**config.mk**
```make
export PLATFORM = sky130hd
export DESIGN_NAME = sdram_ctrl_top
export DESIGN_NICKNAME = d
export VERILOG_FILES = /design/src/hw/sdram_pkg.sv /design/src/hw/sdram_bank_if.sv /design/src/hw/sdram_ctrl_top.sv /design/src/hw/sdram_rd_capture.sv /design/src/hw/sdram_cmd_arb.sv /design/src/hw/sdram_bank.sv /design/src/hw/sdram_req_stage.sv
export VERILOG_INCLUDE_DIRS = /design/src /design/src/include
export SDC_FILE = /design/constraint.sdc
export NUM_CORES = 1
export LEC_CHECK = 0
export BUFFER_PORTS_ARGS = -buffer_cell sky130_fd_sc_hd__buf_2
export CAP_MARGIN = 40
export CORE_UTILIZATION = 50
export DETAILED_ROUTE_END_ITERATION = 10
export PLACE_DENSITY = 0.75
export SETUP_SLACK_MARGIN = 0.1
export SYNTH_ARGS = -nofsm -noshare
export SYNTH_HDL_FRONTEND = slang
export SYNTH_HIERARCHICAL = 1
export SYNTH_SLANG_ARGS = --single-unit
export TNS_END_PERCENT = 10
```
**constraint.sdc**
```tcl
create_clock -name clk -period 5.1 [get_ports clk]
set_clock_uncertainty 0.1 [all_clocks]
set_input_delay 0.765 -clock clk [delete_from_list [all_inputs] [get_ports clk]]
set_output_delay 0.765 -clock clk [all_outputs]
set_load 0.1 [all_outputs]
```
**src/include/sdram_params.svh**
```systemverilog
/*
 * geometry and timing of the sdram controller
 * timing values are in clk cycles, all must be 1 or more
 * client address is {bank, row, col}, so AW = 1 + ROW_W + COL_W
 */
`ifndef SDRAM_PARAMS_SVH
`define SDRAM_PARAMS_SVH

`define SDRAM_ROW_W  13     // row address, also width of the a pins
`define SDRAM_COL_W  9      // column, goes on a[8:0]
`define SDRAM_BANKS  2      // bank machines in the controller
`define SDRAM_DATA_W 16     // dq width
`define SDRAM_AW     23     // bank bit + row + col

`define SDRAM_TRP    2      // precharge to active
`define SDRAM_TRCD   2      // active to read/write
`define SDRAM_TRRD   2      // active to active, any bank
`define SDRAM_CL     2      // cas latency

`endif
```
**src/hw/sdram_pkg.sv**
```systemverilog
/*
 * shared types of the sdram controller
 * command values are the raw {cs_n, ras_n, cas_n, we_n} pin levels
 * access_t carries one single-word request, 40 bits with default params
 */
`include "sdram_params.svh"

package sdram_pkg;

    // pins /CS /RAS /CAS /WE
    typedef enum logic [3:0] {
        NOP       = 4'b0111,
        ACTIVE    = 4'b0011,
        READ      = 4'b0101,
        WRITE     = 4'b0100,
        PRECHARGE = 4'b0010    // a[10] low, one bank only
    } sdram_cmd_e;

    typedef struct packed {
        logic                     bank;   // two banks only
        logic [`SDRAM_ROW_W-1:0]  row;
        logic [`SDRAM_COL_W-1:0]  col;
        logic                     we;     // 1 = write
        logic [`SDRAM_DATA_W-1:0] wdata;
    } access_t;

    // open-row machine, one per bank
    typedef enum logic [2:0] {
        IDLE_CLOSED,   // no row open
        OPEN,          // row held open, waiting for work
        PRECH_WAIT,    // precharge asked or tRP running
        ACT_WAIT,      // active asked or tRCD running
        ISSUE          // read/write asked
    } bank_st_e;

endpackage

```
**src/hw/sdram_bank_if.sv**
```systemverilog
/*
 * command request path from one bank machine to the arbiter
 * the bank holds want, cmd, row and col steady until grant
 * grant is combinational and lasts one cycle
 */
`timescale 1ns/1ps
`include "sdram_params.svh"

interface sdram_bank_if;

    logic                    want;   // bank has a command pending
    sdram_pkg::sdram_cmd_e   cmd;
    logic [`SDRAM_ROW_W-1:0] row;    // used by ACTIVE
    logic [`SDRAM_COL_W-1:0] col;    // used by READ / WRITE
    logic                    grant;  // command goes to the pins next edge

    modport bank (
        output want, cmd, row, col,
        input  grant
    );

    modport arb (
        input  want, cmd, row, col,
        output grant
    );

endinterface

```
**src/hw/sdram_ctrl_top.sv**
```systemverilog
/*
 * sdram controller top, two banks, single-word accesses
 * no refresh and no init sequence, memory is taken as ready after reset
 * dq is split into dq_out / dq_oe / dq_in, tristate lives outside
 */
`timescale 1ns/1ps
`include "sdram_params.svh"

module sdram_ctrl_top (
    input  logic                     clk,
    input  logic                     rst,
    input  logic                     req,
    input  logic [`SDRAM_AW-1:0]     addr,
    input  logic                     we,
    input  logic [`SDRAM_DATA_W-1:0] wdata,
    output logic                     ack,
    output logic [`SDRAM_DATA_W-1:0] rdata,
    output logic                     cs_n,
    output logic                     ras_n,
    output logic                     cas_n,
    output logic                     we_n,
    output logic                     ba,
    output logic [`SDRAM_ROW_W-1:0]  a,
    output logic [`SDRAM_DATA_W-1:0] dq_out,
    output logic                     dq_oe,
    input  logic [`SDRAM_DATA_W-1:0] dq_in
);

    sdram_pkg::access_t       acc;
    logic [`SDRAM_BANKS-1:0]  start;
    logic [`SDRAM_BANKS-1:0]  done;
    logic                     rd_issued;
    logic                     rd_valid;
    logic [`SDRAM_DATA_W-1:0] rd_data;

    sdram_bank_if bif0 ();
    sdram_bank_if bif1 ();

    sdram_req_stage i_req (
        .clk, .rst, .req, .addr, .we, .wdata, .ack, .rdata,
        .acc, .start, .done, .rd_valid, .rd_data
    );

    sdram_bank i_bank0 (
        .clk, .rst, .acc, .start(start[0]), .done(done[0]), .bif(bif0)
    );

    sdram_bank i_bank1 (
        .clk, .rst, .acc, .start(start[1]), .done(done[1]), .bif(bif1)
    );

    sdram_cmd_arb i_arb (
        .clk, .rst, .bif0, .bif1, .cs_n, .ras_n, .cas_n, .we_n,
        .ba, .a, .dq_out, .dq_oe, .rd_issued, .wdata(acc.wdata)
    );

    sdram_rd_capture i_cap (
        .clk, .rst, .rd_issued, .dq(dq_in), .rd_valid, .rd_data
    );

endmodule

```
**src/hw/sdram_rd_capture.sv**
```systemverilog
/*
 * read return path
 * dq must carry the read word in the cycle that starts CL clocks
 * after READ shows on the pins; rd_valid follows CL+1 clocks after READ
 */
`timescale 1ns/1ps
`include "sdram_params.svh"

module sdram_rd_capture (
    input  logic                     clk,
    input  logic                     rst,
    input  logic                     rd_issued,
    input  logic [`SDRAM_DATA_W-1:0] dq,
    output logic                     rd_valid,
    output logic [`SDRAM_DATA_W-1:0] rd_data
);

    localparam int CL = `SDRAM_CL;

    logic [CL:0] pipe;   // one bit per cycle since READ, top bit is rd_valid

    assign rd_valid = pipe[CL];

    always_ff @(posedge clk or posedge rst) begin
        if (rst)
            pipe <= '0;
        else
            pipe <= {pipe[CL-1:0], rd_issued};
    end

    // word is due while pipe[CL-1] is set
    always_ff @(posedge clk) begin
        if (pipe[CL-1])
            rd_data <= dq;
    end

endmodule

```
**src/hw/sdram_cmd_arb.sv**
```systemverilog
/*
 * fixed priority arbiter, bank 0 first, one command per cycle
 * pins are registered, NOP whenever no bank is granted
 * an ACTIVE waits while the tRRD window of the last ACTIVE is open
 * wdata must be valid when a WRITE is granted
 */
`timescale 1ns/1ps
`include "sdram_params.svh"

module sdram_cmd_arb (
    input  logic                     clk,
    input  logic                     rst,
    sdram_bank_if.arb                bif0,
    sdram_bank_if.arb                bif1,
    output logic                     cs_n,
    output logic                     ras_n,
    output logic                     cas_n,
    output logic                     we_n,
    output logic                     ba,
    output logic [`SDRAM_ROW_W-1:0]  a,
    output logic [`SDRAM_DATA_W-1:0] dq_out,
    output logic                     dq_oe,
    output logic                     rd_issued,
    input  logic [`SDRAM_DATA_W-1:0] wdata
);

    logic [3:0]              rrd_cnt;   // cycles left in the tRRD window
    logic                    act_ok;
    logic                    ok0, ok1;
    sdram_pkg::sdram_cmd_e   sel_cmd;
    logic                    sel_ba;
    logic [`SDRAM_ROW_W-1:0] sel_a;

    assign act_ok = (rrd_cnt == '0);
    assign ok0 = bif0.want && (bif0.cmd != sdram_pkg::ACTIVE || act_ok);
    assign ok1 = bif1.want && (bif1.cmd != sdram_pkg::ACTIVE || act_ok);

    assign bif0.grant = ok0;
    assign bif1.grant = ok1 && !ok0;   // bank 1 only when bank 0 is quiet

    always_comb begin
        sel_cmd = sdram_pkg::NOP;
        sel_ba  = 1'b0;
        sel_a   = '0;
        if (ok0) begin
            sel_cmd = bif0.cmd;
            sel_a   = (bif0.cmd == sdram_pkg::ACTIVE) ? bif0.row : `SDRAM_ROW_W'(bif0.col);
        end else if (ok1) begin
            sel_cmd = bif1.cmd;
            sel_ba  = 1'b1;
            sel_a   = (bif1.cmd == sdram_pkg::ACTIVE) ? bif1.row : `SDRAM_ROW_W'(bif1.col);
        end
        // column path leaves a[10] low: no auto-precharge, single-bank PRECHARGE
    end

    always_ff @(posedge clk or posedge rst) begin
        if (rst) begin
            {cs_n, ras_n, cas_n, we_n} <= sdram_pkg::NOP;
            ba        <= 1'b0;
            a         <= '0;
            dq_oe     <= 1'b0;
            rd_issued <= 1'b0;
            rrd_cnt   <= '0;
        end else begin
            {cs_n, ras_n, cas_n, we_n} <= sel_cmd;
            dq_oe     <= (sel_cmd == sdram_pkg::WRITE);
            rd_issued <= (sel_cmd == sdram_pkg::READ);   // starts the capture delay
            if (ok0 || ok1) begin
                ba <= sel_ba;
                a  <= sel_a;
            end
            if (sel_cmd == sdram_pkg::ACTIVE)
                rrd_cnt <= 4'(`SDRAM_TRRD - 1);
            else if (rrd_cnt != '0)
                rrd_cnt <= rrd_cnt - 1'b1;
        end
    end

    always_ff @(posedge clk) begin
        if (sel_cmd == sdram_pkg::WRITE)
            dq_out <= wdata;   // same edge as the WRITE pins
    end

endmodule

```
**src/hw/sdram_bank.sv**
```systemverilog
/*
 * open-row machine for one bank, row stays open after every access
 * hit: access only; miss: PRECHARGE, ACTIVE, access; closed: ACTIVE, access
 * tRP and tRCD count from the granted edge, arbiter may add more delay
 * start is only taken in IDLE_CLOSED or OPEN
 */
`timescale 1ns/1ps
`include "sdram_params.svh"

module sdram_bank (
    input  logic                clk,
    input  logic                rst,
    input  sdram_pkg::access_t  acc,
    input  logic                start,
    output logic                done,
    sdram_bank_if.bank          bif
);

    localparam int CNT_W = 4;

    sdram_pkg::bank_st_e     st;
    sdram_pkg::sdram_cmd_e   cmd_q;
    logic                    want_q;
    logic [CNT_W-1:0]        cnt;       // tRP / tRCD wait
    logic [`SDRAM_ROW_W-1:0] open_row;
    logic [`SDRAM_ROW_W-1:0] row_q;
    logic [`SDRAM_COL_W-1:0] col_q;
    logic                    we_q;
    logic                    row_hit;

    assign row_hit = (acc.row == open_row);   // only meaningful in OPEN

    assign bif.want = want_q;
    assign bif.cmd  = cmd_q;
    assign bif.row  = row_q;
    assign bif.col  = col_q;

    assign done = bif.grant && (st == sdram_pkg::ISSUE);   // read/write accepted

    always_ff @(posedge clk or posedge rst) begin
        if (rst) begin
            st     <= sdram_pkg::IDLE_CLOSED;
            cmd_q  <= sdram_pkg::NOP;
            want_q <= 1'b0;
            cnt    <= '0;
        end else begin
            case (st)
                sdram_pkg::IDLE_CLOSED: if (start) begin
                    want_q <= 1'b1;
                    cmd_q  <= sdram_pkg::ACTIVE;
                    st     <= sdram_pkg::ACT_WAIT;
                end
                sdram_pkg::OPEN: if (start) begin
                    want_q <= 1'b1;
                    if (row_hit) begin
                        cmd_q <= acc.we ? sdram_pkg::WRITE : sdram_pkg::READ;
                        st    <= sdram_pkg::ISSUE;
                    end else begin
                        cmd_q <= sdram_pkg::PRECHARGE;   // wrong row open
                        st    <= sdram_pkg::PRECH_WAIT;
                    end
                end
                sdram_pkg::PRECH_WAIT: begin
                    if (want_q) begin
                        if (bif.grant) begin
                            want_q <= 1'b0;
                            cnt    <= CNT_W'(`SDRAM_TRP - 1);
                        end
                    end else if (cnt <= 1) begin   // ask one cycle ahead of the slot
                        want_q <= 1'b1;
                        cmd_q  <= sdram_pkg::ACTIVE;
                        st     <= sdram_pkg::ACT_WAIT;
                    end else begin
                        cnt <= cnt - 1'b1;
                    end
                end
                sdram_pkg::ACT_WAIT: begin
                    if (want_q) begin
                        if (bif.grant) begin
                            want_q <= 1'b0;
                            cnt    <= CNT_W'(`SDRAM_TRCD - 1);
                        end
                    end else if (cnt <= 1) begin
                        want_q <= 1'b1;
                        cmd_q  <= we_q ? sdram_pkg::WRITE : sdram_pkg::READ;
                        st     <= sdram_pkg::ISSUE;
                    end else begin
                        cnt <= cnt - 1'b1;
                    end
                end
                default: if (bif.grant) begin   // ISSUE
                    want_q <= 1'b0;
                    cmd_q  <= sdram_pkg::NOP;
                    st     <= sdram_pkg::OPEN;   // leave the row open
                end
            endcase
        end
    end

    // request fields and the open row
    always_ff @(posedge clk) begin
        if (start) begin
            row_q <= acc.row;
            col_q <= acc.col;
            we_q  <= acc.we;
        end
        if (st == sdram_pkg::ACT_WAIT && want_q && bif.grant)
            open_row <= row_q;   // row is open from this ACTIVE on
    end

endmodule

```
**src/hw/sdram_req_stage.sv**
```systemverilog
/*
 * four-phase client port, one access in flight
 * client holds addr/we/wdata while req is high
 * ack: write issued, or read data on rdata; held until req drops
 */
`timescale 1ns/1ps
`include "sdram_params.svh"

module sdram_req_stage (
    input  logic                     clk,
    input  logic                     rst,
    input  logic                     req,
    input  logic [`SDRAM_AW-1:0]     addr,
    input  logic                     we,
    input  logic [`SDRAM_DATA_W-1:0] wdata,
    output logic                     ack,
    output logic [`SDRAM_DATA_W-1:0] rdata,
    output sdram_pkg::access_t       acc,
    output logic [`SDRAM_BANKS-1:0]  start,
    input  logic [`SDRAM_BANKS-1:0]  done,
    input  logic                     rd_valid,
    input  logic [`SDRAM_DATA_W-1:0] rd_data
);

    typedef enum logic [1:0] {RQ_IDLE, RQ_WAIT_CMD, RQ_WAIT_RD, RQ_ACK} rq_st_e;

    rq_st_e st;

    always_ff @(posedge clk or posedge rst) begin
        if (rst) begin
            st    <= RQ_IDLE;
            ack   <= 1'b0;
            start <= '0;
        end else begin
            start <= '0;   // one-cycle pulse
            case (st)
                RQ_IDLE: if (req) begin
                    start[addr[`SDRAM_AW-1]] <= 1'b1;   // top bit picks the bank
                    st <= RQ_WAIT_CMD;
                end
                RQ_WAIT_CMD: if (|done) begin
                    if (acc.we) begin
                        ack <= 1'b1;   // write is done once issued
                        st  <= RQ_ACK;
                    end else begin
                        st <= RQ_WAIT_RD;
                    end
                end
                RQ_WAIT_RD: if (rd_valid) begin
                    ack <= 1'b1;
                    st  <= RQ_ACK;
                end
                default: if (!req) begin   // hold until client lets go
                    ack <= 1'b0;
                    st  <= RQ_IDLE;
                end
            endcase
        end
    end

    // payload, captured on the accepted req and on returning read data
    always_ff @(posedge clk) begin
        if (st == RQ_IDLE && req) begin
            {acc.bank, acc.row, acc.col} <= addr;
            acc.we    <= we;
            acc.wdata <= wdata;
        end
        if (st == RQ_WAIT_RD && rd_valid)
            rdata <= rd_data;
    end

endmodule

```
Word level (Yosys, flattened, before mapping). Cells that the tools add are included.

Register bits: 215. Input bits: 59. Output and inout port bits: 52. Logic and storage cells: 208.

Add/subtract/negate cells: 3. $lt $le $gt $ge: 4. Equal/unequal tests: 43. Muxes and demuxes: 82. Bitwise operators: 1. Reduce and logical (&&, ||, !) cells: 39.

Operators with widths (count): $mux 4 (26); $mux 13 (4); $mux 3 (16); $pmux 4 s4 (2); $eq 13x13->1 (2); $ne 2x1->1 const B (13); $pmux 3 s4 (2); $mux 1 (21); $ne 2x2->1 const B (9); $reduce_and 7->1 (2); $eq 3x2->1 const B (4); $eq 4x2->1 const B (3); $logic_and 1x1->1 (12); $mux 2 (6); $sub 4x1->4 const B (3); $reduce_bool 5->1 (2); $reduce_or 2->1 (5); $eq 4x3->1 const B (2); $le 4x1->1 const B (2); $ne 4x2->1 const B (2); $eq 3x1->1 const B (2); $eq 3x3->1 const B (2); $logic_not 3->1 (2); $pmux 2 s3 (1); other kinds (21) (27).

Longest topological paths before layout. Gate-level depths: netlist of run 1.

Word-level depth: 9. Mapped depth: 12. Mapped depth without buffers: 11.

Cells and area by module. The synthesis of run 1 kept the hierarchy.

By module, submodules not included: sdram_bank (instances 2, cells each 125, area each 1883.1 um^2, sequential area each 1360.1 um^2); sdram_req_stage (instances 1, cells each 90, area each 2020.7 um^2, sequential area each 1806.7 um^2); sdram_cmd_arb (instances 1, cells each 166, area each 1906.8 um^2, sequential area each 1084.8 um^2); sdram_rd_capture (instances 1, cells each 20, area each 559.3 um^2, sequential area each 555.5 um^2).

Worst setup path after synthesis of run 1. Ideal clock, no wire load.

Path type: register -> register. Start point: register i_bank0.cmd_q[1], in the netlist i_bank0/bif.cmd[1]. End point: register i_arb.dq_out[0] (enable). Setup time: 0.436 ns. Arrival time: 3.036 ns. Data required time: 4.564 ns. Path slack: 1.528 ns. Cell stages (with the launch flop): 6. Path buffers: 1. Clock period less this slack: 3.572 ns. Cell sequence: dfstp_2 nand4bb_1 buf_6 o21ai_4 a32oi_2 nor4b_1.

Cells in the longest elaborated chain, start to end: 5.

RTL lines: start, declared (RTL line sdram_bank.sv:22) `sdram_pkg::sdram_cmd_e cmd_q;`; start signal, assigned (RTL line sdram_bank.sv:43) `cmd_q <= sdram_pkg::NOP;`; start signal, assigned (RTL line sdram_bank.sv:50) `cmd_q <= sdram_pkg::ACTIVE;`; start signal, assigned (RTL line sdram_bank.sv:56) `cmd_q <= acc.we ? sdram_pkg::WRITE : sdram_pkg::READ;`; $ne 4x2->1 (RTL line sdram_cmd_arb.sv:35) `assign ok0 = bif0.want && (bif0.cmd != sdram_pkg::ACTIVE || act_ok);`; $logic_or 1x1->1 (RTL line sdram_cmd_arb.sv:35); $logic_and 1x1->1 (RTL line sdram_cmd_arb.sv:35); $mux 4 * (RTL line sdram_cmd_arb.sv:45) `if (ok0) begin`; named net i_arb.sel_cmd[1] (RTL line sdram_cmd_arb.sv:30) `sdram_pkg::sdram_cmd_e sel_cmd;`; $eq 4x3->1 * (RTL line sdram_cmd_arb.sv:80) `if (sel_cmd == sdram_pkg::WRITE)`; end signal, assigned (RTL line sdram_cmd_arb.sv:81) `dq_out <= wdata;`; end, declared (RTL line sdram_cmd_arb.sv:21) `` output logic [`SDRAM_DATA_W-1:0] dq_out, ``.

Mark *: on every way through the listed nets, which the timed path passes. The rest lies on a longest branch. A chain may end at the register's enable or synchronous reset.

Worst setup path after layout of run 1.
Start point: register i_bank0.cmd_q[0], in the netlist i_bank0/bif.cmd[0]. End point: register i_req.st[0].

Cells in the longest elaborated chain, start to end: 9. Elaborated cells between the ends (all ways): 10. Those cells by class: 2 x eq/ne; 8 x reduce/logical.

RTL lines: $ne 4x2->1 (RTL line sdram_cmd_arb.sv:35); $logic_or 1x1->1 (RTL line sdram_cmd_arb.sv:35); $logic_and 1x1->1 (RTL line sdram_cmd_arb.sv:35); $logic_not 1->1 (RTL line sdram_cmd_arb.sv:39) `assign bif1.grant = ok1 && !ok0;`; $logic_and 1x1->1 (RTL line sdram_cmd_arb.sv:39); named net bif1.grant (RTL line sdram_bank_if.sv:15) `logic grant;`; $logic_and 1x1->1 (RTL line sdram_bank.sv:38) `assign done = bif.grant && (st == sdram_pkg::ISSUE);`; named net done[1] (RTL line sdram_ctrl_top.sv:31) `` logic [`SDRAM_BANKS-1:0] done; ``; $reduce_or 2->1 (RTL line sdram_req_stage.sv:41) `RQ_WAIT_CMD: if (|done) begin`; $ne 2x1->1 (no line); $reduce_and 4->1 (no line); end signal, assigned (RTL line sdram_req_stage.sv:39) `st <= RQ_WAIT_CMD;`; end signal, assigned (RTL line sdram_req_stage.sv:44) `st <= RQ_ACK;`; end signal, assigned (RTL line sdram_req_stage.sv:46) `st <= RQ_WAIT_RD;`; end, declared (RTL line sdram_req_stage.sv:27) `rq_st_e st;`.

The timed path passes the listed nets, and every way through them passes these cells.

==> results of run 1 <==
-- report_power, final --
part           switching (mW)  total [mW]  internal, mW  leakage (nW)
logic                    1.33        1.87         0.547          1.42
clock network           0.615        1.43         0.811         0.322
registers               0.329        2.66          2.33          2.10
total                    2.27        5.96          3.69          3.85
-- per-stage QoR --
step	area (µm²)	hold WS [ns]
5_1_grt	9740	0.0746
3_3_place_gp	9010	0.236
2_1_floorplan	8220	0.231
4_1_cts	9740	0.0621
3_5_place_dp	9080	0.239
6_report	9740	0.0722
-- worst reg2reg max path, delay by kind of cell, from the launching register on --
| family | cells | cell delay [ns] |
|---|---|---|
| AND/OR/NAND/NOR | 6 | 1.48 |
| AO/OA/AOI/OAI | 2 | 1.11 |
| flip-flops | 1 | 0.57 |
| multiplexers | 1 | 0.33 |
-- layout by cell type, fill, tap and decap left out, types with 4 or more instances in the layout --
master and instances:
clkbuf_16 22, nand3_1 7, edfxtp_1 159, o22ai_1 9, dfrtp_1 45, nor2_1 19, xor2_1 10, dfstp_2 9
mux2i_1 9, a22o_1 4, buf_2 110, nand2_1 37, or3_1 4, nor2b_1 4, o21a_1 4, xnor2_1 17
and3_1 12, clkinv_2 7, nand4_1 6, clkbuf_1 4, a21o_1 9, a21oi_1 8, ha_1 11, buf_4 4
inv_1 24, o21ai_0 32, nor3_1 8
-- path summary, 6_finish.rpt --
kind	cells past startpoint	endpoint
worst max register to register	9	i_req/st[0]
min in group clk	0	i_cap/pipe[1]
max in group asynchronous	3	i_arb/ras_n
worst min register to register	0	i_cap/pipe[1]
worst max-delay path	9	i_req/st[0]
worst min-delay path	2	i_cap/pipe[2]
-- state kept, by name (all words and copies together) (netlist names), 4 cells and up --
name              cells
i_bank1/bif.row      13
i_bank0/open_row     13
i_arb/rrd_cnt         4
i_bank1/cnt           4
i_req/acc            39
i_bank1/bif.col       9
i_bank0/bif.row      13
i_bank0/cnt           4
i_arb/a              13
i_req/rdata          16
i_bank1/open_row     13
i_bank0/bif.col       9
i_arb/dq_out         16
i_cap/rd_data        16
-- final cells by class --
class,instances,area (µm²),share of cell area [%]
well taps,216,270,2.77
multi-input cells,274,1930,19.8
clock buffers,27,579,5.95
inverters,24,90.1,0.925
clock inverters,13,77.6,0.797
repair buffers,117,656,6.73
flip-flops and latches,213,6140,63.0
-- per-layer routing --
layer | vias to the layer above | part of all wire, %
met5 | - | 0
met2 | 155 | 51
met3 | 25 | 5.3
met4 | 0 | 2.4
met1 | 2293 | 42
li1 | 2210 | -
==> metrics.txt, run 1 <==
run status=finished clean; Synth Instances=between 500 and 600; Tcrit/Tclk final=between 70% and 80%; Initial Utilization=51.6%; clock buffer depth=3; Tmin final=~3.7 ns; initial antenna violation count=0; highest clock rate=roughly 270 MHz; pre-CTS setup slack=around 1.5 ns; RR Startpoint=i_bank0/bif.cmd[0]; CTS tree=yes; # resized after CTS=0; Root Driver=clkbuf_16; P&R area growth vs syn=18.4%; share of cells above drive strength 1=about 28%; maximum VDD drop=around 0.00031 V; Worst Setup End Kind=register; clk slew on worst S/H paths=about 0.06 ns; Iter 0 DRT Violations=just over 300; drt wl/cell=17.4 µm; CP startpoint=i_bank0/bif.cmd[0]; WP buf/inv=0; GP Congestion=between 0.8 and 0.9; CP startpoint kind=register; die span in x=between 100 and 150 µm; Synth warnings=6; Largest delay share family, worst path=simple AND/OR/NAND/NOR gates; CP Class=reg -> reg; routed wire length=about 15000 µm; setup_tns=0 ns; dpl cells=around 840; ratio of total power to cell area=just over 600 mW/mm²; setup bufs post-CTS=0; Crit path required time=approximately 5.4 ns; fin. max-slew vios=0; Core Util, Final=between 60% and 70%; TritonCTS buffer count=22; worst-path cell chain=nand4bb_1, o21ai_4, and3_1, nand2_1, nor3_1, nor2_1, a21oi_1, nand2_1, mux2_1; Max Cap Viol=0; DR pass1 iterations=5; relative slew slack=38.4%; crit path DAT=approximately 4 ns; DRC=0; Final Setup Violations=0; setup ws final=about 1.4 ns; total power=~6.0 mW; deepest level of the CTS H-tree=1; syn avg cell area=about 16 µm²; Critical-path top delay cell=o21ai_4; met2 Usage GRT=between 30% and 40%; RSZ-0062 raised after global routing=no; final-report hold violation count=0; vias in the first global route=4723; worst hold path class=in -> async; Die Ht=between 100 and 150 µm; Port Buffers=110; synthesized area=0.00822 mm²; hold_buf cts=0; Die ar.=approximately 0.017 mm²; CP max FO=28; R2R setup slack=approximately 1.4 ns; global route hottest layer=met2; Leak=between 3 and 4 nW; Ant. Diodes=0; DP HPWL=~11000 µm; Worst-Margin Slew=a little over 0.9 ns; Synth Net Count=between 500 and 600; DR vias/cell=5.30; CTS sink cnt=roughly 210; clk_lat worst skew=0.50 ns; pin count of the biggest net entering global routing=39; vias=between 4000 and 5000; # rows=46; Final ANT Viol Nets=0; # fillers=roughly 1200; Nets=722; I/O pin count=111; Tot GR Track Use=approximately a fifth; met1 usage=approximately 24%; total gr overflow=0; CP dominant cell by count=nand2_1; first-pass GRT wire length=roughly 24000 µm; Final Non-Filler Cells=884; GR Util met3=~3.0%; max incr delay on CP=just over 0.9 ns; Core Area=between 0.015 and 0.02 mm²
(Power assumes the default switching activity.)
==> inputs of run 2 (changes only) <==
==> constraint.sdc (replaced) <==
create_clock -name clk -period 3.6 [get_ports clk]
set_clock_uncertainty 0.1 [all_clocks]
set_input_delay 0.54 -clock clk [delete_from_list [all_inputs] [get_ports clk]]
set_output_delay 0.54 -clock clk [all_outputs]
set_load 0.1 [all_outputs]
==> metrics.txt, run 2 (synthesis results as in run 1) <==
run status=finished clean; vias=4691 (+0.17%); Worst-Margin Slew=0.855 ns (-0.0690 ns); CP startpoint kind=register; DP HPWL=10800 µm (+0.63%); commonest non-fill, non-tap cells in the layout=edfxtp_1 (159), buf_2 (110), dfrtp_1 (45); Multi-input gate area=0.00194 mm² (+0.45%); DR vias/cell=5.29 (-0.17%); Tmin final=2.97 ns (-0.743 ns); DRC=0 (unchanged); hold path start=addr[22]; CTS sink cnt=213 (unchanged); Nets=725 (+0.42%); final-report hold violation count=0 (unchanged); setup bufs post-CTS=0 (unchanged); worst hold path class=in -> reg; WP buf/inv=1 (+1); # rows=46 (unchanged); Root Driver=clkbuf_16; most flop-heavy register=i_req/acc; clk_lat worst skew=0.50 ns (about the same); P&R area growth vs syn=18.7%; setup ws final=0.632 ns (-0.757 ns); Leak=3.86 nW (+0.36%); clock buffer depth=3 (unchanged); WHS=0.0987 ns (+0.0265 ns); RR Startpoint=i_arb/rrd_cnt[0]; fin. max-slew vios=0 (unchanged); CP Class=reg -> reg; CTS tree=yes; Worst Setup End Kind=register; Core Area=0.0159 mm² (unchanged); crit path DAT=3.25 ns (-0.74 ns); max incr delay on CP=0.59 ns (-0.32 ns); Port Buffers=110 (unchanged); clk slew on worst S/H paths=0.06 ns (about the same); GP Congestion=0.896 (about the same); highest clock rate=337 MHz (+25%); Critical-path top delay cell=o21ai_4; Die Ht=130 µm (unchanged); pre-CTS setup slack=0.676 ns (-0.795 ns); CP dominant cell by count=nand2_1; initial antenna violation count=0 (unchanged); Die ar.=0.0170 mm² (unchanged); drt wl/cell=17.7 µm (+1.9%); Largest delay share family, worst path=simple AND/OR/NAND/NOR gates; routed wire length=15700 µm (+2.3%); deepest level of the CTS H-tree=1 (unchanged); maximum VDD drop=0.000524 V (+69%); I/O pin count=111 (unchanged); setup_tns=0 ns (unchanged); pin count of the biggest net entering global routing=37 (-5.1%); fin area=0.00976 mm² (+0.18%); Tot GR Track Use=19.4% (+0.71 points); Iter 0 DRT Violations=256 (-17%); Ant. Diodes=0 (unchanged); die span in x=130 µm (unchanged); total power=8.50 mW (+43%); CP startpoint=i_arb/rrd_cnt[0]; share of cells above drive strength 1=27.0% (-0.72 points); CP max FO=28 (unchanged); Crit path required time=3.88 ns (-1.49 ns); # fillers=1185 (+0.17%); register area=0.00614 mm² (unchanged); commonest non-fill, non-tap cell in the layout=edfxtp_1; vias in the first global route=4642 (-1.7%); total gr overflow=0 (unchanged); TritonCTS buffer count=22 (unchanged); Final Setup Violations=0 (unchanged); ratio of total power to cell area=871 mW/mm² (+42%); Post-Place Cell Area=0.00909 mm² (about the same); Final ANT Viol Nets=0 (unchanged); Max Cap Viol=0 (unchanged); DR pass1 iterations=5 (unchanged); RSZ-0062 raised after global routing=no; max reg flops=39 (unchanged); first-pass GRT wire length=24500 µm (+1.9%); worst-path cell chain=inv_1, ha_1, nor3b_2, o21ai_4, and3_1, nand2_1, nor3_1, nor2_1, a21oi_1, nand2_1, mux2_1; Initial Utilization=51.6% (unchanged); relative slew slack=43.0% (+4.6 points); Tcrit/Tclk final=82.4% (+9.7 points)
==> run 2: routing by layer <==
layer	GRT usage, %	up-vias	share of wire [%]
met5	0	-	0
met4	7.73	0	2.6
met3	3.61	32	5.1
met2	33.6	161	52
met1	24.2	2283	40
li1	-	2215	-
==> run 2: worst paths after layout <==
check	slack, ns	depth (start not counted)	to
worst max register to register	0.63	11	i_req/st[0]
min in group asynchronous	0.42	3	i_cap/pipe[2]
worst max-delay path	0.63	11	i_req/st[0]
worst min register to register	0.25	0	i_cap/pipe[1]
worst min-delay path	0.1	2	i_req/start[0]
max in group asynchronous	2.37	4	i_arb/cas_n
==> run 2: final cells by class <==
class                      count  area share (%)
sequential                   213            62.9
multi-input combinational    274            19.9
timing repair buffer         120            6.77
clock buffer                  27            5.83
tap                          216            2.77
clock inverter                13           0.936
inverter                      24           0.923
==> run 2: report_power, final <==
part	total (mW)	switching (mW)	leakage, nW	internal [mW]
clock network	2.07	0.874	0.322	1.19
registers	3.76	0.455	2.10	3.30
logic	2.67	1.89	1.44	0.782
==> run 2: through the flow <==
step                      utilization, %  cells
after floorplan                        -    525
after global placement              56.7    844
after detailed placement            57.0    846
after CTS                           61.2    887
after global routing                61.2    887
final                               61.2    887
==> run 2: what timing repair did <==
action | in CTS | in global routing
gates resized for setup | 0 | 0
hold buffers | 1 | 0
endpoints found under the hold margin | 20 | 0
==> run 2: worst reg2reg max path, delay by kind of cell (launching register included) <==
kind,cells,cell delay (ns)
muxes,1,0.32
adders and majority gates,1,0.24
buffers and inverters,1,0.07
AOI/OAI and AO/OA,2,0.79
DFF,1,0.32
and+or+nand+nor,6,1.01
